<file path="config.mk">
export PLATFORM = sky130hd
export DESIGN_NAME = usb_packet_sender
export DESIGN_NICKNAME = d
export VERILOG_FILES = /design/src/hdl/usb_tx_pkg.sv /design/src/hdl/usb_bit_stuffer.sv /design/src/hdl/usb_crc16_encoder.sv /design/src/hdl/usb_crc5_encoder.sv /design/src/hdl/usb_handshake_sender.sv /design/src/hdl/usb_line_driver.sv /design/src/hdl/usb_packet_sender.sv
export SDC_FILE = /design/constraint.sdc
export NUM_CORES = 1
export LEC_CHECK = 0
export ABC_AREA = 0
export BUFFER_PORTS_ARGS = -buffer_cell sky130_fd_sc_hd__buf_2
export CAP_MARGIN = 30
export CORE_MARGIN = 3
export CORE_UTILIZATION = 54
export DETAILED_ROUTE_END_ITERATION = 12
export PLACE_DENSITY = 0.79
export SLEW_MARGIN = 15
export SYNTH_ARGS = -nofsm -noshare
export SYNTH_HDL_FRONTEND = slang
export SYNTH_HIERARCHICAL = 1
export SYNTH_SLANG_ARGS = --single-unit
</file>
<file path="constraint.sdc">
create_clock -name clock -period 3.7 [get_ports clock]
set_input_delay 0.37 -clock clock [delete_from_list [all_inputs] [get_ports clock]]
set_output_delay 0.37 -clock clock [all_outputs]
set_load 0.03 [all_outputs]
</file>
<file path="src/hdl/usb_tx_pkg.sv">
`default_nettype none

package usb_tx_pkg;

  // packet identifier, sent lsb first
  typedef logic [7:0]  pid_t;
  typedef logic [3:0]  endp_t;
  typedef logic [6:0]  addr_t;
  // byte 0 sits in the low bits
  typedef logic [63:0] payload_t;
  typedef logic [4:0]  crc5_t;
  typedef logic [15:0] crc16_t;

  typedef enum logic [2:0] {
    CMD_OUT,
    CMD_IN,
    CMD_DATA0,
    CMD_ACK,
    CMD_NAK
  } cmd_kind_e;

  // command word handed to the top level
  typedef struct packed {
    cmd_kind_e kind;
    endp_t     endp;
    payload_t  payload;
  } tx_cmd_t;

  // one bit on a link between blocks
  typedef struct packed {
    logic valid;
    logic value;
  } serial_bit_t;

  // upper nibble is the complement of the lower nibble
  localparam pid_t PID_OUT   = 8'hE1;
  localparam pid_t PID_IN    = 8'h69;
  localparam pid_t PID_DATA0 = 8'hC3;
  localparam pid_t PID_ACK   = 8'hD2;
  localparam pid_t PID_NAK   = 8'h5A;

  localparam addr_t DEVICE_ADDR = 7'd5;

  // seven zeros then a one, lsb first
  localparam logic [7:0] SYNC_BITS = 8'b1000_0000;
  localparam int SYNC_LEN     = $bits(SYNC_BITS);
  localparam int STUFF_LIMIT  = 6;
  localparam int EOP_SE0_BITS = 2;

  // frame sizes ahead of the crc
  localparam int PID_BITS         = $bits(pid_t);
  localparam int TOKEN_FRAME_BITS = PID_BITS + $bits(addr_t) + $bits(endp_t);
  localparam int DATA_FRAME_BITS  = PID_BITS + $bits(payload_t);
  localparam int CRC5_BITS        = $bits(crc5_t);
  localparam int CRC16_BITS       = $bits(crc16_t);

  // x^5 + x^2 + 1 and x^16 + x^15 + x^2 + 1
  localparam crc5_t  CRC5_POLY  = 5'b00101;
  localparam crc16_t CRC16_POLY = 16'h8005;

  // remainder left when a receiver runs the crc over data plus crc
  localparam crc5_t  CRC5_RESIDUAL  = 5'b01100;
  localparam crc16_t CRC16_RESIDUAL = 16'h800D;

endpackage

`default_nettype wire

</file>
<file path="src/hdl/usb_bit_stuffer.sv">
`timescale 1ns/1ps
`default_nettype none

module usb_bit_stuffer (
  input  logic                    clock,
  input  logic                    reset_n,
  input  usb_tx_pkg::serial_bit_t crc5_in,
  input  usb_tx_pkg::serial_bit_t crc16_in,
  input  logic                    line_ready,
  output logic                    stuff_ready,
  output usb_tx_pkg::serial_bit_t out
);

  logic [2:0] ones_cnt;
  logic       in_valid;
  logic       in_value;
  logic       stuff_now;

  // only one encoder is active at a time
  assign in_valid = crc5_in.valid | crc16_in.valid;
  assign in_value = crc5_in.valid ? crc5_in.value : crc16_in.value;

  // six ones seen, a zero goes out next
  assign stuff_now = (ones_cnt == 3'(usb_tx_pkg::STUFF_LIMIT));

  // hold the encoders while stuffing or while the line is busy with sync
  assign stuff_ready = line_ready & ~stuff_now;

  // stuffed zero may trail the last packet bit
  assign out.valid = in_valid | stuff_now;
  assign out.value = stuff_now ? 1'b0 : in_value;

  always_ff @(posedge clock, negedge reset_n) begin
    if (!reset_n) begin
      ones_cnt <= '0;
    end else if (line_ready) begin
      if (stuff_now) begin
        ones_cnt <= '0;
      end else if (in_valid) begin
        // count the run of ones, a zero breaks it
        if (in_value) begin
          ones_cnt <= ones_cnt + 1'b1;
        end else begin
          ones_cnt <= '0;
        end
      end else begin
        // packet over
        ones_cnt <= '0;
      end
    end
  end

  // both encoders talking at once means the top decoded two kinds
  a_one_source : assert property (
    @(posedge clock) disable iff (!reset_n) !(crc5_in.valid && crc16_in.valid)
  ) else $error("crc5 and crc16 streams valid together");

endmodule

`default_nettype wire

</file>
<file path="src/hdl/usb_crc16_encoder.sv">
`timescale 1ns/1ps
`default_nettype none

module usb_crc16_encoder (
  input  logic                    clock,
  input  logic                    reset_n,
  input  logic                    load,
  input  usb_tx_pkg::pid_t        pid,
  input  usb_tx_pkg::payload_t    payload,
  input  logic                    stuff_ready,
  output usb_tx_pkg::serial_bit_t out
);

  typedef enum logic {IDLE, SEND} state_e;

  state_e                                   state;
  logic [usb_tx_pkg::DATA_FRAME_BITS-1:0]   frame;
  usb_tx_pkg::crc16_t                       crc;
  logic [6:0]                               bit_cnt;
  logic                                     in_frame;
  logic                                     last_bit;
  logic                                     advance;

  // serial crc16 step, one input bit
  function automatic usb_tx_pkg::crc16_t crc16_step(input usb_tx_pkg::crc16_t c,
                                                    input logic b);
    logic fb;
    fb = c[15] ^ b;
    return {c[14:0], 1'b0} ^ (fb ? usb_tx_pkg::CRC16_POLY : '0);
  endfunction

  // 72 frame bits then 16 crc bits
  assign in_frame = bit_cnt < 7'(usb_tx_pkg::DATA_FRAME_BITS);
  assign last_bit = bit_cnt == 7'(usb_tx_pkg::DATA_FRAME_BITS + usb_tx_pkg::CRC16_BITS - 1);
  assign advance  = (state == SEND) && stuff_ready;

  assign out.valid = (state == SEND);
  // complemented remainder, msb first
  assign out.value = in_frame ? frame[0] : ~crc[15];

  always_ff @(posedge clock, negedge reset_n) begin
    if (!reset_n) begin
      state   <= IDLE;
      bit_cnt <= '0;
    end else if (load) begin
      state   <= SEND;
      bit_cnt <= '0;
    end else if (advance) begin
      bit_cnt <= bit_cnt + 1'b1;
      if (last_bit) begin
        state <= IDLE;
      end
    end
  end

  always_ff @(posedge clock) begin
    if (load) begin
      frame <= {payload, pid};
      crc   <= '1;
    end else if (advance) begin
      if (in_frame) begin
        frame <= frame >> 1;
        // crc runs over the payload bytes only
        if (bit_cnt >= 7'(usb_tx_pkg::PID_BITS)) begin
          crc <= crc16_step(crc, frame[0]);
        end
      end else begin
        crc <= crc << 1;
      end
    end
  end

  // top must not reload while a packet is still on its way out
  a_no_load_while_sending : assert property (
    @(posedge clock) disable iff (!reset_n) load |-> !out.valid
  ) else $error("crc16 encoder reloaded mid packet");

endmodule

`default_nettype wire

</file>
<file path="src/hdl/usb_crc5_encoder.sv">
`timescale 1ns/1ps
`default_nettype none

module usb_crc5_encoder (
  input  logic                    clock,
  input  logic                    reset_n,
  input  logic                    load,
  input  usb_tx_pkg::pid_t        pid,
  input  usb_tx_pkg::addr_t       addr,
  input  usb_tx_pkg::endp_t       endp,
  input  logic                    stuff_ready,
  output usb_tx_pkg::serial_bit_t out
);

  typedef enum logic {IDLE, SEND} state_e;

  state_e                                    state;
  logic [usb_tx_pkg::TOKEN_FRAME_BITS-1:0]   frame;
  usb_tx_pkg::crc5_t                         crc;
  logic [4:0]                                bit_cnt;
  logic                                      in_frame;
  logic                                      last_bit;
  logic                                      advance;

  // serial crc5 step, one input bit
  function automatic usb_tx_pkg::crc5_t crc5_step(input usb_tx_pkg::crc5_t c, input logic b);
    logic fb;
    fb = c[4] ^ b;
    return {c[3:0], 1'b0} ^ (fb ? usb_tx_pkg::CRC5_POLY : '0);
  endfunction

  // frame bits first, crc bits after
  assign in_frame = bit_cnt < 5'(usb_tx_pkg::TOKEN_FRAME_BITS);
  assign last_bit = bit_cnt == 5'(usb_tx_pkg::TOKEN_FRAME_BITS + usb_tx_pkg::CRC5_BITS - 1);
  assign advance  = (state == SEND) && stuff_ready;

  // inverted crc goes out msb first
  assign out.valid = (state == SEND);
  assign out.value = in_frame ? frame[0] : ~crc[4];

  always_ff @(posedge clock, negedge reset_n) begin
    if (!reset_n) begin
      state   <= IDLE;
      bit_cnt <= '0;
    end else if (load) begin
      state   <= SEND;
      bit_cnt <= '0;
    end else if (advance) begin
      bit_cnt <= bit_cnt + 1'b1;
      if (last_bit) begin
        state <= IDLE;
      end
    end
  end

  always_ff @(posedge clock) begin
    if (load) begin
      frame <= {endp, addr, pid};
      crc   <= '1;
    end else if (advance) begin
      if (in_frame) begin
        frame <= frame >> 1;
        // pid is not covered by the crc
        if (bit_cnt >= 5'(usb_tx_pkg::PID_BITS)) begin
          crc <= crc5_step(crc, frame[0]);
        end
      end else begin
        crc <= crc << 1;
      end
    end
  end

endmodule

`default_nettype wire

</file>
<file path="src/hdl/usb_handshake_sender.sv">
`timescale 1ns/1ps
`default_nettype none

module usb_handshake_sender (
  input  logic                    clock,
  input  logic                    reset_n,
  input  logic                    start,
  input  usb_tx_pkg::pid_t        pid,
  output usb_tx_pkg::serial_bit_t out
);

  typedef enum logic [1:0] {IDLE, WAIT_SYNC, SEND} state_e;

  state_e           state;
  usb_tx_pkg::pid_t shreg;
  logic [3:0]       bit_cnt;
  logic             sync_done;
  logic             pid_done;
  logic             load;
  logic             shift;

  assign sync_done = bit_cnt == 4'(usb_tx_pkg::SYNC_LEN - 1);
  assign pid_done  = bit_cnt == 4'(usb_tx_pkg::PID_BITS);

  // fsm control
  assign load  = (state == IDLE) && start;
  assign shift = (state == SEND) && !pid_done;

  // valid during the wait too, so the line driver starts sync
  assign out.valid = (state == WAIT_SYNC) || shift;
  assign out.value = shreg[0];

  always_ff @(posedge clock, negedge reset_n) begin
    if (!reset_n) begin
      state   <= IDLE;
      bit_cnt <= '0;
    end else begin
      case (state)
        IDLE: begin
          if (start) begin
            state   <= WAIT_SYNC;
            bit_cnt <= '0;
          end
        end
        WAIT_SYNC: begin
          // line driver owns these 8 cycles
          if (sync_done) begin
            state   <= SEND;
            bit_cnt <= '0;
          end else begin
            bit_cnt <= bit_cnt + 1'b1;
          end
        end
        SEND: begin
          if (pid_done) begin
            state <= IDLE;
          end else begin
            bit_cnt <= bit_cnt + 1'b1;
          end
        end
        default: state <= IDLE;
      endcase
    end
  end

  // right shifting piso, lsb leaves first
  always_ff @(posedge clock) begin
    if (load) begin
      shreg <= pid;
    end else if (shift) begin
      shreg <= shreg >> 1;
    end
  end

endmodule

`default_nettype wire

</file>
<file path="src/hdl/usb_line_driver.sv">
`timescale 1ns/1ps
`default_nettype none

module usb_line_driver (
  input  logic                    clock,
  input  logic                    reset_n,
  input  usb_tx_pkg::serial_bit_t stuffed,
  input  usb_tx_pkg::serial_bit_t hs_bit,
  output logic                    line_ready,
  output logic                    dp,
  output logic                    dm,
  output logic                    sent
);

  typedef enum logic [2:0] {IDLE, SYNC, DATA, SE0, EOP_J} state_e;

  state_e     state;
  logic       level;
  logic [2:0] cnt;
  logic       in_valid;
  logic       in_value;

  // zero toggles the line, one holds it
  function automatic logic nrzi(input logic lvl, input logic b);
    return b ? lvl : ~lvl;
  endfunction

  assign in_valid = stuffed.valid | hs_bit.valid;
  assign in_value = stuffed.valid ? stuffed.value : hs_bit.value;

  // upstream may only move while data bits are on the line
  assign line_ready = (state == DATA);

  // se0 pulls both lines low, otherwise differential
  assign dp = (state == SE0) ? 1'b0 : level;
  assign dm = (state == SE0) ? 1'b0 : ~level;

  always_ff @(posedge clock, negedge reset_n) begin
    if (!reset_n) begin
      state <= IDLE;
      level <= 1'b1;
      cnt   <= '0;
      sent  <= 1'b0;
    end else begin
      sent <= 1'b0;
      case (state)
        IDLE: begin
          // first sync bit goes out on the edge that sees valid
          if (in_valid) begin
            level <= nrzi(level, usb_tx_pkg::SYNC_BITS[0]);
            cnt   <= 3'd1;
            state <= SYNC;
          end
        end
        SYNC: begin
          level <= nrzi(level, usb_tx_pkg::SYNC_BITS[cnt]);
          cnt   <= cnt + 1'b1;
          if (cnt == 3'(usb_tx_pkg::SYNC_LEN - 1)) begin
            state <= DATA;
          end
        end
        DATA: begin
          if (in_valid) begin
            level <= nrzi(level, in_value);
          end else begin
            // source went quiet, start end of packet
            state <= SE0;
            cnt   <= '0;
          end
        end
        SE0: begin
          cnt <= cnt + 1'b1;
          if (cnt == 3'(usb_tx_pkg::EOP_SE0_BITS - 1)) begin
            state <= EOP_J;
            level <= 1'b1;
          end
        end
        EOP_J: begin
          // one j bit, then back to idle
          state <= IDLE;
          sent  <= 1'b1;
        end
        default: state <= IDLE;
      endcase
    end
  end

  // stuffer path and handshake path never overlap
  a_single_source : assert property (
    @(posedge clock) disable iff (!reset_n) !(stuffed.valid && hs_bit.valid)
  ) else $error("stuffed and handshake bits valid together");

endmodule

`default_nettype wire

</file>
<file path="src/hdl/usb_packet_sender.sv">
`timescale 1ns/1ps
`default_nettype none

module usb_packet_sender (
  input  logic                clock,
  input  logic                reset_n,
  input  usb_tx_pkg::tx_cmd_t cmd,
  input  logic                cmd_valid,
  output logic                busy,
  output logic                dp,
  output logic                dm,
  output logic                sent
);

  usb_tx_pkg::tx_cmd_t     cmd_q;
  usb_tx_pkg::pid_t        token_pid;
  usb_tx_pkg::pid_t        hs_pid;
  usb_tx_pkg::serial_bit_t token_bit;
  usb_tx_pkg::serial_bit_t data_bit;
  usb_tx_pkg::serial_bit_t stuffed;
  usb_tx_pkg::serial_bit_t hs_bit;
  logic                    busy_q;
  logic                    accept;
  logic                    token_load;
  logic                    data_load;
  logic                    hs_start;
  logic                    stuff_ready;
  logic                    line_ready;

  // busy drops together with sent
  assign busy   = busy_q & ~sent;
  assign accept = cmd_valid & ~busy;

  always_ff @(posedge clock, negedge reset_n) begin
    if (!reset_n) begin
      busy_q     <= 1'b0;
      token_load <= 1'b0;
      data_load  <= 1'b0;
      hs_start   <= 1'b0;
    end else begin
      // one load strobe per block, a cycle after acceptance
      token_load <= accept && (cmd.kind == usb_tx_pkg::CMD_OUT ||
                               cmd.kind == usb_tx_pkg::CMD_IN);
      data_load  <= accept && (cmd.kind == usb_tx_pkg::CMD_DATA0);
      hs_start   <= accept && (cmd.kind == usb_tx_pkg::CMD_ACK ||
                               cmd.kind == usb_tx_pkg::CMD_NAK);
      if (accept) begin
        busy_q <= 1'b1;
      end else if (sent) begin
        busy_q <= 1'b0;
      end
    end
  end

  // command word held for the block loads
  always_ff @(posedge clock) begin
    if (accept) begin
      cmd_q <= cmd;
    end
  end

  // pid by command kind
  always_comb begin
    token_pid = (cmd_q.kind == usb_tx_pkg::CMD_IN)  ? usb_tx_pkg::PID_IN  : usb_tx_pkg::PID_OUT;
    hs_pid    = (cmd_q.kind == usb_tx_pkg::CMD_NAK) ? usb_tx_pkg::PID_NAK : usb_tx_pkg::PID_ACK;
  end

  usb_crc5_encoder crc5_enc_i (
    .clock       (clock),
    .reset_n     (reset_n),
    .load        (token_load),
    .pid         (token_pid),
    .addr        (usb_tx_pkg::DEVICE_ADDR),
    .endp        (cmd_q.endp),
    .stuff_ready (stuff_ready),
    .out         (token_bit)
  );

  usb_crc16_encoder crc16_enc_i (
    .clock       (clock),
    .reset_n     (reset_n),
    .load        (data_load),
    .pid         (usb_tx_pkg::PID_DATA0),
    .payload     (cmd_q.payload),
    .stuff_ready (stuff_ready),
    .out         (data_bit)
  );

  usb_bit_stuffer stuffer_i (
    .clock       (clock),
    .reset_n     (reset_n),
    .crc5_in     (token_bit),
    .crc16_in    (data_bit),
    .line_ready  (line_ready),
    .stuff_ready (stuff_ready),
    .out         (stuffed)
  );

  // handshakes skip crc and stuffing
  usb_handshake_sender hs_i (
    .clock   (clock),
    .reset_n (reset_n),
    .start   (hs_start),
    .pid     (hs_pid),
    .out     (hs_bit)
  );

  usb_line_driver line_i (
    .clock      (clock),
    .reset_n    (reset_n),
    .stuffed    (stuffed),
    .hs_bit     (hs_bit),
    .line_ready (line_ready),
    .dp         (dp),
    .dm         (dm),
    .sent       (sent)
  );

  // a strobe during a packet is dropped
  a_cmd_while_busy : assert property (
    @(posedge clock) disable iff (!reset_n) !(cmd_valid && busy)
  ) else $warning("cmd_valid while busy, command dropped");

endmodule

`default_nettype wire

</file>
== Word level (Yosys, flattened, before mapping) ==
Memory sizes are Yosys's and may differ from the RTL's.
Cells that the tools add are included.
Widths: inputs -> output; s select.

* Bits in writable memories: 0
* Latch bits: 0
* Flip-flop bits (word level): 226
* Memories: 1
* Bits of input ports: 74
* Bits in read-only memories: 8
* Output and inout port bits: 4

{| class="wikitable"
|+ Memory list
! memory !! depth !! width !! read ports !! clocked after Yosys merged registers in !! wr ports !! RTL line !! RTL
|-
| (no name shown) || 8 || 1 || 1 || 0 || 0 || usb_line_driver.sv:56 || <nowiki>level <= nrzi(level, usb_tx_pkg::SYNC_BITS[cnt]);</nowiki>
|}

* $mul: 0
* Mux-type cells: 61
* $lt $le $gt $ge: 5
* Bitwise logic cells: 16
* Reduce and logical (&&, ||, !) cells: 39
* Shift operators: 0
* Div/mod/pow operators: 0
* Add/subtract/negate cells: 5
* Equal/unequal tests: 32

{| class="wikitable"
|+ Operators by type and width
! operator !! number
|-
| $mux 72 || 3
|-
| $mux 19 || 3
|-
| $mux 16 || 3
|-
| $mux 8 || 4
|-
| $mux 3 || 9
|-
| $mux 1 || 22
|-
| $mux 5 || 4
|-
| $ne 2x2->1 const B || 8
|-
| $reduce_and 2->1 || 8
|-
| $reduce_bool 2->1 || 8
|-
| $xor 16x16->16 || 1
|-
| $eq 3x3->1 const B || 5
|-
| $mux 7 || 2
|-
| $eq 3x1->1 const B || 4
|-
| $eq 3x2->1 const B || 4
|-
| $mux 4 || 3
|-
| $pmux 3 s4 || 1
|-
| $pmux 4 s3 || 1
|-
| $ne 2x1->1 const B || 5
|-
| $pmux 3 s3 || 1
|-
| $reduce_and 3->1 || 3
|-
| $add 7x1->7 const B || 1
|-
| $eq 7x7->1 const B || 1
|-
| $ge 7x4->1 const B || 1
|-
| 30 further kinds || 53
|}

== Longest topological paths before layout ==
Gate-level depths: netlist (run 1).

* Depth after elaboration: 8
* Mapped depth: 10
* Mapped depth without buffers: 10

== Hierarchy ==
Netlist (run 1), hierarchy kept.

{| class="wikitable"
|+ By module, submodules not included
! module !! cells an instance !! times used !! area an instance (um^2)
|-
| usb_crc16_encoder || 266 || 1 || 4127.7
|-
| usb_packet_sender || 92 || 1 || 2333.5
|-
| usb_crc5_encoder || 100 || 1 || 1370.1
|-
| usb_handshake_sender || 67 || 1 || 785.8
|-
| usb_line_driver || 53 || 1 || 505.5
|-
| usb_bit_stuffer || 22 || 1 || 216.5
|}

== Worst setup path before layout (run 1) ==
No wires, ideal clock.

* Kind: register to register
* Start: reg line_i.sent
* End: reg cmd_q[0] in the netlist's numbering, enable pin
* Data required time: 3.199 ns
* Slack: -0.587 ns
* Stages on the path, launching flop included: 3
* Setup time: 0.501 ns
* Arrival: 3.786 ns
* Cells stage by stage: dfrtp_1 -> nor2b_1 -> nor2_1

* Cells in the longest elaborated chain, start to end: 4

{| class="wikitable"
|+ RTL lines
! item !! RTL line !! RTL
|-
| start: declaration || usb_line_driver.sv:12 || <nowiki>output logic sent</nowiki>
|-
| start signal: assignment || usb_line_driver.sv:43 || <nowiki>sent <= 1'b0;</nowiki>
|-
| start signal: assignment || usb_line_driver.sv:45 || <nowiki>sent <= 1'b0;</nowiki>
|-
| start signal: assignment || usb_line_driver.sv:81 || <nowiki>sent <= 1'b1;</nowiki>
|-
| $not 1->1 || usb_packet_sender.sv:31 || <nowiki>assign busy = busy_q & ~sent;</nowiki>
|-
| $and 1x1->1 || usb_packet_sender.sv:31 ||
|-
| net busy || usb_packet_sender.sv:9 || <nowiki>output logic busy,</nowiki>
|-
| $not 1->1 || usb_packet_sender.sv:32 || <nowiki>assign accept = cmd_valid & ~busy;</nowiki>
|-
| $and 1x1->1 || usb_packet_sender.sv:32 ||
|-
| net accept || usb_packet_sender.sv:23 || <nowiki>logic accept;</nowiki>
|-
| end signal: assignment || usb_packet_sender.sv:58 || <nowiki>cmd_q <= cmd;</nowiki>
|-
| end: declaration || usb_packet_sender.sv:15 || <nowiki>usb_tx_pkg::tx_cmd_t cmd_q;</nowiki>
|}

The timed path passes the listed nets, and every way through them passes these cells.
A chain may end at the register's enable or synchronous reset.

== Worst setup path in the final report (run 1) ==
* Start: reg line_i.state[1]
* End: reg crc16_enc_i/frame[44] in the netlist's numbering, enable pin

* Cells in the longest elaborated chain, start to end: 5

{| class="wikitable"
|+ RTL lines
! item !! RTL line !! RTL
|-
| start: declaration || usb_line_driver.sv:17 || <nowiki>state_e state;</nowiki>
|-
| start signal: assignment || usb_line_driver.sv:40 || <nowiki>state <= IDLE;</nowiki>
|-
| start signal: assignment || usb_line_driver.sv:52 || <nowiki>state <= SYNC;</nowiki>
|-
| start signal: assignment || usb_line_driver.sv:59 || <nowiki>state <= DATA;</nowiki>
|-
| $eq 3x2->1 || usb_line_driver.sv:32 || <nowiki>assign line_ready = (state == DATA);</nowiki>
|-
| net line_ready || usb_packet_sender.sv:28 || <nowiki>logic line_ready;</nowiki>
|-
| $and 1x1->1 || usb_bit_stuffer.sv:27 || <nowiki>assign stuff_ready = line_ready & ~stuff_now;</nowiki>
|-
| net stuff_ready || usb_packet_sender.sv:27 || <nowiki>logic stuff_ready;</nowiki>
|-
| $logic_and 1x1->1 || usb_crc16_encoder.sv:35 || <nowiki>assign advance = (state == SEND) && stuff_ready;</nowiki>
|-
| $reduce_bool 2->1 (no source line) || n/a ||
|-
| $reduce_and 2->1 (no source line) || n/a ||
|-
| end signal: assignment || usb_crc16_encoder.sv:58 || <nowiki>frame <= {payload, pid};</nowiki>
|-
| end signal: assignment || usb_crc16_encoder.sv:62 || <nowiki>frame <= frame >> 1;</nowiki>
|-
| end: declaration || usb_crc16_encoder.sv:17 || <nowiki>logic [usb_tx_pkg::DATA_FRAME_BITS-1:0] frame;</nowiki>
|}

The timed path passes the listed nets, and every way through them passes these cells.

==> metrics.csv, run 1 <==
metric,value,unit
synthMostInstantiatedCell,edfxtp_1,
status,finished clean,
cts-htree-levels,1,
cp_num_buf_inv,3,
post_cts_resized,0,
cts.clk_slew.worst_paths,60,ps
p_leak,4.157,nW
dr.first_iter.drc_count,365,
tns,0,ps
cp_max_fo,34,
ys.flop_type,edfxtp_1,
dp_hpwl,9752,µm
grt_start_max_net_pins,72,
avgSynthCellArea,15.56,µm²
required,3880,ps
wl,15340,µm
core,16760,µm²
seq_power_share,0.507,
fp.dieW,137.5,µm
antenna_cells,0,
setup_violations,0,
fin_crit_sh,0.8476,
root_buffer,clkbuf_16,
hold_slack,46.73,ps
internal_power,0.004660,W
slew_violations,0,
min_period,3136,ps
antenna_found_initial,0,
fill_cells,1154,
worstSetupPathType,reg2reg,
grt_pass1_vias,5304,
dr.pass1.iters,4,
start_util,0.5572,
area.sequential,6406,µm²
grt_overflow,0,
layout-drive-gt1-share,0.3223,
grt_pass1_wl,25430,µm
pwr-share-clk,0.365,
cts_made_buffers,23,
synth_top_cell_by_area,edfxtp_1,
route.detailed.drc,0,
synth.distinct_cells,75,
yosys-top-cells-count,"170 x edfxtp_1, 85 x mux2_2, 34 x dfrtp_1",
startpoint_type,flop,
synthCells,600,
p_sw_frac,0.2430,
synth_edf_count,170,
synth_top_area_share,0.5466,
place.gp.congestion,0.7622,
placedCellCount,903,
cts_num_sinks,226,
cp_top_family,simple AND/OR/NAND/NOR gates,
crit_chain,inv_1 -> nor3_1 -> a21boi_2 -> buf_4 -> and2_1 -> a21o_2 -> buf_12,
clock_latency,490,ps
ys_ff_latch,226,
synth-async-reset-ratio,0.1549,
drtAntennaViolNets,0,
timing.fmax,318.9,MHz
fp.dieArea,18910,µm²
ir_drop,0.5383,mV
cp_slowest_cell,nor3_1,
vias_per_cell,5.493,
p_comb_frac,0.128,
cts_buffer_depth,3,
cp_data_arrival_time,3310,ps
hp-class,in2reg,
fin_skew,14.92,ps
fin_cells,946,
multi_input_area,2809,µm²
tightest_slew,883.1,ps
vias,5196,
portBuffers,77,
rows,47,
rsz0062_at_grt,false,
powerDensity,569.7,nW/µm²
hold_violations,0,
yosysSeqAreaShare,0.6856,
netlist_area,9339,µm²
cts_tree,built,
cp-end-kind,flop,
die-height,137.5,µm
yosysWarnings,6,
fin_nets,799,
area_delta_synth_final,15.73,%
cpPeakStageDelay,610,ps
maxSlewHeadroom,0.4113,
grt_usage,0.1657,
io_pins,78,
synth_area_leaders,"edfxtp_1 55%, mux2_2 10%, dfrtp_1 9.1%, dfxtp_1 4.5%, ha_1 2.0%",
max-cap-violations,0,
wl_per_cell,16.21,µm
p_sw,0.001496,W
==> layout by cell type, fill, tap and decap left out, types with 3 or more instances in the layout <==
master | netlist | layout
buf_4 | 4 | 4
dfrtp_1 | 34 | 33
nor4_1 | 4 | 4
buf_2 | 7 | 77
nand2b_1 | 5 | 5
inv_1 | 25 | 25
clkbuf_8 | 0 | 4
conb_1 | 2 | 27
clkbuf_16 | 0 | 23
dfxtp_1 | 21 | 21
or3b_1 | 3 | 3
mux2_1 | 11 | 11
nor2_1 | 13 | 12
a211o_1 | 14 | 14
xor2_1 | 3 | 3
mux2i_1 | 5 | 5
and3_1 | 9 | 9
and2_1 | 6 | 6
o21ai_1 | 3 | 3
nor3_1 | 4 | 4
xnor2_1 | 4 | 4
a21oi_1 | 16 | 16
nand2_1 | 26 | 26
clkbuf_1 | 12 | 7
o31ai_1 | 3 | 3
or2_2 | 3 | 3
mux2_2 | 85 | 85
and3_2 | 5 | 5
clkinv_1 | 0 | 4
nor2b_1 | 3 | 3
o21ai_0 | 11 | 11
a21o_1 | 4 | 3
ha_1 | 15 | 15
or3_1 | 5 | 5
edfxtp_1 | 170 | 170
nand3_1 | 11 | 11
==> kinds of logic after synthesis <==
| logic type | after synthesis | share of synthesized area |
|---|---|---|
| AOI/OAI and AO/OA | 83 | 0.06994 |
| xor gates and xnor gates | 7 | 0.006565 |
| adders and majority gates | 15 | 0.02010 |
| buffers and inverters | 51 | 0.02465 |
| DFF | 226 | 0.6856 |
| muxes | 102 | 0.1227 |
| other | 2 | 0.0008042 |
| and+or+nand+nor | 114 | 0.06967 |
==> worst reg2reg max path: cells and delay by family, from the launching register on <==
family	cells	cell delay [ps]
DFF	1	530
buffers and inverters	3	700
and+or+nand+nor	2	820
AOI/OAI and AO/OA	2	760
==> flip-flops by register name, indices dropped and copies added, names as in the netlist <==
| register | flops |
|---|---|
| crc5_enc_i/crc | 5 |
| line_i/cnt | 3 |
| crc16_enc_i/bit_cnt | 7 |
| line_i/sent | 1 |
| cmd_q | 71 |
| busy_q | 1 |
| crc16_enc_i/frame | 72 |
| crc5_enc_i/state | 1 |
| hs_i/bit_cnt | 4 |
| token_load | 1 |
| crc5_enc_i/bit_cnt | 5 |
| line_i/level | 1 |
| crc16_enc_i/crc | 16 |
| hs_i/state | 2 |
| line_i/state | 3 |
| crc16_enc_i/state | 1 |
| stuffer_i/ones_cnt | 3 |
| hs_start | 1 |
| crc5_enc_i/frame | 19 |
| hs_i/shreg | 8 |
| data_load | 1 |
==> routing by layer <==
layer,track usage,vias to the layer above,share of wire,routed length [µm]
met3,0.03031,27,0.056,866
met1,0.2290,2555,0.44,6768
li1,-,2472,-,-
met5,0,-,0,0
met2,0.2741,142,0.49,7455
met4,0.04157,0,0.016,247
==> timing repair <==
item / in CTS / in global routing
setup buffers: 0 / 0
hold buffers: 1 / 0
hold endpoints to repair: 27 / 0
==> cell type report <==
type                            instances  share of cell area
Timing Repair Buffer                   85             0.04445
Tap cell                              220             0.02547
Multi-Input combinational cell        348              0.2599
Clock inverter                          7            0.007641
Inverter                               26            0.009030
Sequential cell                       226              0.5927
Clock buffer                           34             0.06078
==> through the flow <==
| stage | total power (W) | instance area (µm²) | util | setup slack, ps |
|---|---|---|---|---|
| floorplan | 0.003728 | 9437 | - | 378.3 |
| global placement | 0.003869 | 10040 | 0.5993 | 862.4 |
| detailed placement | 0.003944 | 10040 | 0.5993 | 671.5 |
| CTS | 0.006214 | 10790 | 0.6440 | 588.2 |
| global route | 0.006452 | 10810 | 0.6449 | 335.8 |
| finish | 0.006157 | 10810 | 0.6449 | 563.9 |
==> worst paths after layout <==
path	slack, ps	cells after the start	from	end
setup / recovery	560	7	line_i/state[1]$_DFFE_PN0P_	crc16_enc_i/frame[44]$_DFFE_PP_
hold / removal	50	1	cmd[60]	cmd_q[60]$_DFFE_PP_
setup reg to reg	560	7	line_i/state[1]$_DFFE_PN0P_	crc16_enc_i/frame[44]$_DFFE_PP_
hold reg to reg	450	1	crc16_enc_i/crc[3]$_SDFFE_PP1P_	crc16_enc_i/crc[3]$_SDFFE_PP1P_
max in group asynchronous	2610	2	reset_n	data_load$_DFF_PN0_
min in group asynchronous	510	2	reset_n	line_i/state[2]$_DFFE_PN0P_
==> power groups by stage <==
| stage | clock [W] | combinational [W] | sequential (W) |
|---|---|---|---|
| detailed placement | 0 | 0.000778 | 0.00317 |
| CTS | 0.00231 | 0.000789 | 0.00312 |
| global route | 0.00243 | 0.000879 | 0.00315 |
| floorplan | 0 | 0.000632 | 0.00310 |
| global placement | 0 | 0.000724 | 0.00314 |
| finish | 0.00225 | 0.000790 | 0.00312 |
Power figures use the tool's default switching activity.
==> run 2: changes to the inputs <==
==> constraint.sdc (replaced) <==
create_clock -name clock -period 2.7 [get_ports clock]
set_input_delay 0.27 -clock clock [delete_from_list [all_inputs] [get_ports clock]]
set_output_delay 0.27 -clock clock [all_outputs]
set_load 0.03 [all_outputs]
==> metrics.csv, run 2 (synthesis results as in run 1) <==
metric,value,unit
status,finished clean,
p_total,0.008959,W
antenna_found_initial,0,
portBuffers,77,
tightest_slew,804.4,ps
top_regs,"crc16_enc_i/frame: 72 flops, cmd_q: 71 flops, crc5_enc_i/frame: 19 flops",
start_util,0.5572,
timing.fmax,400.7,MHz
startpoint_type,flop,
area.sequential,6406,µm²
fill_cells,1030,
cts_tree,built,
grt_pass1_wl,30230,µm
post_cts_buffers,0,
layout-drive-gt1-share,0.3156,
worst_r2r_path_depth,7,
cts_buffer_depth,3,
powerDensity,763.5,nW/µm²
route.detailed.drc,0,
worstSetupPathType,reg2reg,
tns,0,ps
fp.dieW,137.5,µm
hp-class,in2async,
dp_hpwl,10230,µm
dr.pass1.iters,5,
largest_reg_flops,72,
cp_max_fo,11,
vias,5649,
die-height,137.5,µm
max-cap-violations,0,
core,16760,µm²
slew_violations,0,
root_buffer,clkbuf_16,
dr.first_iter.drc_count,448,
maxSlewHeadroom,0.4637,
grt_pass1_vias,5863,
hold_violations,0,
cts-htree-levels,1,
cp_data_arrival_time,2920,ps
top_register,crc16_enc_i/frame,
area_delta_synth_final,25.64,%
ir_drop,0.9921,mV
io_pins,78,
setup_violations,0,
place.gp.congestion,0.8767,
cp-end-kind,flop,
dp_slack,222.8,ps
clock_latency,530,ps
worst_slack,204.3,ps
grt_start_max_net_pins,46,
fin_skew,26.25,ps
cts_made_buffers,24,
min_period,2496,ps
grt_overflow,0,
required,3130,ps
multi_input_area,2836,µm²
final_cell_mix,"170 x edfxtp_1, 85 x mux2_2, 77 x buf_2",
grt_usage,0.2029,
cts.clk_slew.worst_paths,60,ps
fin_nets,879,
cts_num_sinks,226,
rows,47,
rsz0062_at_grt,false,
final_common_cell,edfxtp_1,
drtAntennaViolNets,0,
antenna_cells,0,
vias_per_cell,5.495,
wl,18900,µm
wl_per_cell,18.38,µm
p_leak,4.571,nW
fp.dieArea,18910,µm²
fin_crit_sh,0.9243,
-- run 2: stage by stage --
step                      cells  hold WS [ps]    util  area [µm²]
after global routing       1028         442.7  0.7001       11730
after CTS                  1027         388.7  0.6987       11710
after floorplan             625        -25.59       -        9462
after detailed placement    910         395.4  0.6043       10130
after global placement      910         394.4  0.6043       10130
final                      1028         388.4  0.7001       11730
-- run 2: cell type report --
type                    instances  share of cell area
flip-flops and latches        226              0.5460
inverters                      26            0.008317
well taps                     220             0.02346
repair buffers                164              0.1079
clock buffers                  31             0.05769
clock inverters                13             0.01493
multi-input cells             348              0.2417
-- run 2: critical path, stage by stage (launching register included) --
cell	delay, ps
dfrtp_1	530
inv_1	230
nor3_4	320
a21boi_4	270
buf_4	200
nand4_1	200
or3_2	510
a21oi_1	150
-- run 2: path summary, 6_finish.rpt --
kind | start | endpoint | slack, ps
setup / recovery | line_i/state[1]$_DFFE_PN0P_ | crc16_enc_i/bit_cnt[6]$_DFFE_PN0P_ | 200
hold / removal | reset_n | crc16_enc_i/bit_cnt[1]$_DFFE_PN0P_ | 390
setup reg to reg | line_i/state[1]$_DFFE_PN0P_ | crc16_enc_i/bit_cnt[6]$_DFFE_PN0P_ | 200
hold reg to reg | crc16_enc_i/crc[3]$_SDFFE_PP1P_ | crc16_enc_i/crc[3]$_SDFFE_PP1P_ | 460
max in group asynchronous | reset_n | data_load$_DFF_PN0_ | 1720
min in group clock | cmd[0] | cmd_q[0]$_DFFE_PP_ | 450
-- run 2: power breakdown --
group          switching [W]  internal, W  leakage [nW]
clock                0.00138      0.00208         0.425
combinational       0.000657     0.000563          1.98
sequential          0.000243      0.00404          2.16
total                0.00228      0.00668          4.57
-- run 2: metal layers --
metal  global-route usage  up-vias  wire length, µm  share of wire
met2               0.3544      198             9721           0.51
met4              0.04767        0              407          0.022
li1                     -     2630                -              -
met3              0.03031       33              938          0.050
met1               0.2691     2788             7831           0.41
met5                    0        -                0              0
-- run 2: what timing repair did --
action / in CTS / in global routing
hold buffers: 73 / 0
resized for setup: 0 / 2
endpoints found under the hold margin: 108 / 0
endpoints found under the setup margin: 0 / 16
==> run 3: changes to the inputs <==
--- a/config.mk
+++ b/config.mk
@@ -8,10 +8,9 @@
 export ABC_AREA = 0
 export BUFFER_PORTS_ARGS = -buffer_cell sky130_fd_sc_hd__buf_2
 export CAP_MARGIN = 30
-export CORE_MARGIN = 3
 export CORE_UTILIZATION = 54
 export DETAILED_ROUTE_END_ITERATION = 12
-export PLACE_DENSITY = 0.79
+export PLACE_DENSITY_LB_ADDON = 0.05
 export SLEW_MARGIN = 15
 export SYNTH_ARGS = -nofsm -noshare
 export SYNTH_HDL_FRONTEND = slang
==> metrics.csv, run 3 (synthesis results as in run 1) <==
metric,value,unit
status,finished clean,
slew_violations,0,
grt_pass1_wl,26830,µm
r2r_slack,220,ps
antenna_found_initial,0,
grt_overflow,0,
dp_hpwl,9430,µm
cp_max_fo,16,
io_pins,78,
path_depth,7,
setup_violations,0,
wl_per_cell,15.72,µm
cts_tree,built,
fp.dieW,133.5,µm
fill_cells,1137,
min_period,2478,ps
fp.dieArea,17820,µm²
top_register,crc16_enc_i/frame,
hold_slack,390.3,ps
place.gp.congestion,0.7680,
cts_num_sinks,226,
rows,47,
cp_top_family,compound AO/OA/AOI/OAI gates,
maxSlewHeadroom,0.3533,
vias_per_cell,5.242,
cp_num_buf_inv,2,
startpoint_type,flop,
root_buffer,clkbuf_16,
start_util,0.5572,
max-cap-violations,0,
powerDensity,736.5,nW/µm²
wl,16130,µm
hold_violations,0,
fin_nets,877,
drtAntennaViolNets,0,
rsz0062_at_grt,false,
dr.pass1.iters,4,
cts_made_buffers,24,
grt_start_max_net_pins,72,
die-height,133.5,µm
crit_chain,inv_1 -> nor3_2 -> a21boi_4 -> and2_1 -> buf_4 -> a21boi_0 -> a311o_2,
timing.fmax,403.6,MHz
required,3090,ps
cp_slowest_cell,dfrtp_1,
top_regs,"crc16_enc_i/frame: 72 flops, cmd_q: 71 flops, crc5_enc_i/frame: 19 flops",
worst_r2r_path_depth,7,
fin_skew,31.74,ps
multi_input_area,2830,µm²
grt_pass1_vias,5595,
area_delta_synth_final,24.37,%
p_leak,4.504,nW
cp-end-kind,flop,
ir_drop,0.5637,mV
cpPeakStageDelay,530,ps
route.detailed.drc,0,
final_common_cell,edfxtp_1,
antenna_cells,0,
clock_latency,530,ps
final_cell_mix,"170 x edfxtp_1, 85 x mux2_2, 77 x buf_2",
utilization,0.6930,
cts_buffer_depth,3,
vias,5378,
portBuffers,77,
fin_crit_sh,0.9177,
cts-htree-levels,1,
core,16760,µm²
cts.clk_slew.worst_paths,60,ps
hp-class,in2async,
tns,0,ps
post_cts_buffers,0,
largest_reg_flops,72,
dr.first_iter.drc_count,308,
grt_usage,0.1885,
worstSetupPathType,reg2reg,
cp_data_arrival_time,2870,ps
layout-drive-gt1-share,0.3015,
area.sequential,6406,µm²
tightest_slew,970.0,ps
run 3: final cells by class:
type / count / share of cell area
flip-flops and latches: 226 / 0.5515
multi-input cells: 348 / 0.2437
repair buffers: 162 / 0.1079
clock buffers: 33 / 0.05720
well taps: 220 / 0.02370
inverters: 26 / 0.008402
clock inverters: 11 / 0.007541
run 3: layer usage:
metal | vias up | part of all wire | routed length [µm] | track usage
met5 | - | 0 | 0 | 0
met4 | 0 | 0.031 | 494 | 0.06881
met3 | 32 | 0.035 | 562 | 0.03196
met2 | 120 | 0.50 | 8031 | 0.3220
met1 | 2604 | 0.44 | 7039 | 0.2425
li1 | 2622 | - | - | -
run 3: worst reg2reg max path: stages (launching register included):
cell and delay, ps:
dfrtp_1 530, inv_1 220, nor3_2 360, a21boi_4 280, and2_1 280, buf_4 240
a21boi_0 100, a311o_2 350
run 3: final timing paths:
kind | start | endpoint
worst max-delay path | line_i/state[1]$_DFFE_PN0P_ | crc16_enc_i/crc[0]$_SDFFE_PP1P_
worst min register to register | crc16_enc_i/crc[5]$_SDFFE_PP1P_ | crc16_enc_i/crc[5]$_SDFFE_PP1P_
max in group asynchronous | reset_n | data_load$_DFF_PN0_
worst max register to register | line_i/state[1]$_DFFE_PN0P_ | crc16_enc_i/crc[0]$_SDFFE_PP1P_
min in group clock | cmd[4] | cmd_q[4]$_DFFE_PP_
worst min-delay path | reset_n | crc5_enc_i/bit_cnt[2]$_DFFE_PN0P_
run 3: what timing repair did:
action	in CTS	in global routing
endpoints found under the hold margin	108	0
endpoints found under the setup margin	0	2
hold buffers	74	0
gates resized for setup	0	1
run 3: through the flow:
stage / setup slack [ps] / std cells / cell area, µm² / power [W]
after global placement: 359.1 / 907 / 10090 / 0.005343
after detailed placement: 206.6 / 908 / 10120 / 0.005415
after global routing: 48.50 / 1026 / 11610 / 0.008936
after CTS: 205.8 / 1026 / 11610 / 0.008630
final: 222.3 / 1026 / 11610 / 0.008554
after floorplan: 73.59 / 625 / 9462 / 0.005116
run 3: power by group:
group          switching (W)  internal [W]
registers           0.000227       0.00404
logic               0.000604      0.000560
clock network        0.00131       0.00181
total                0.00214       0.00641
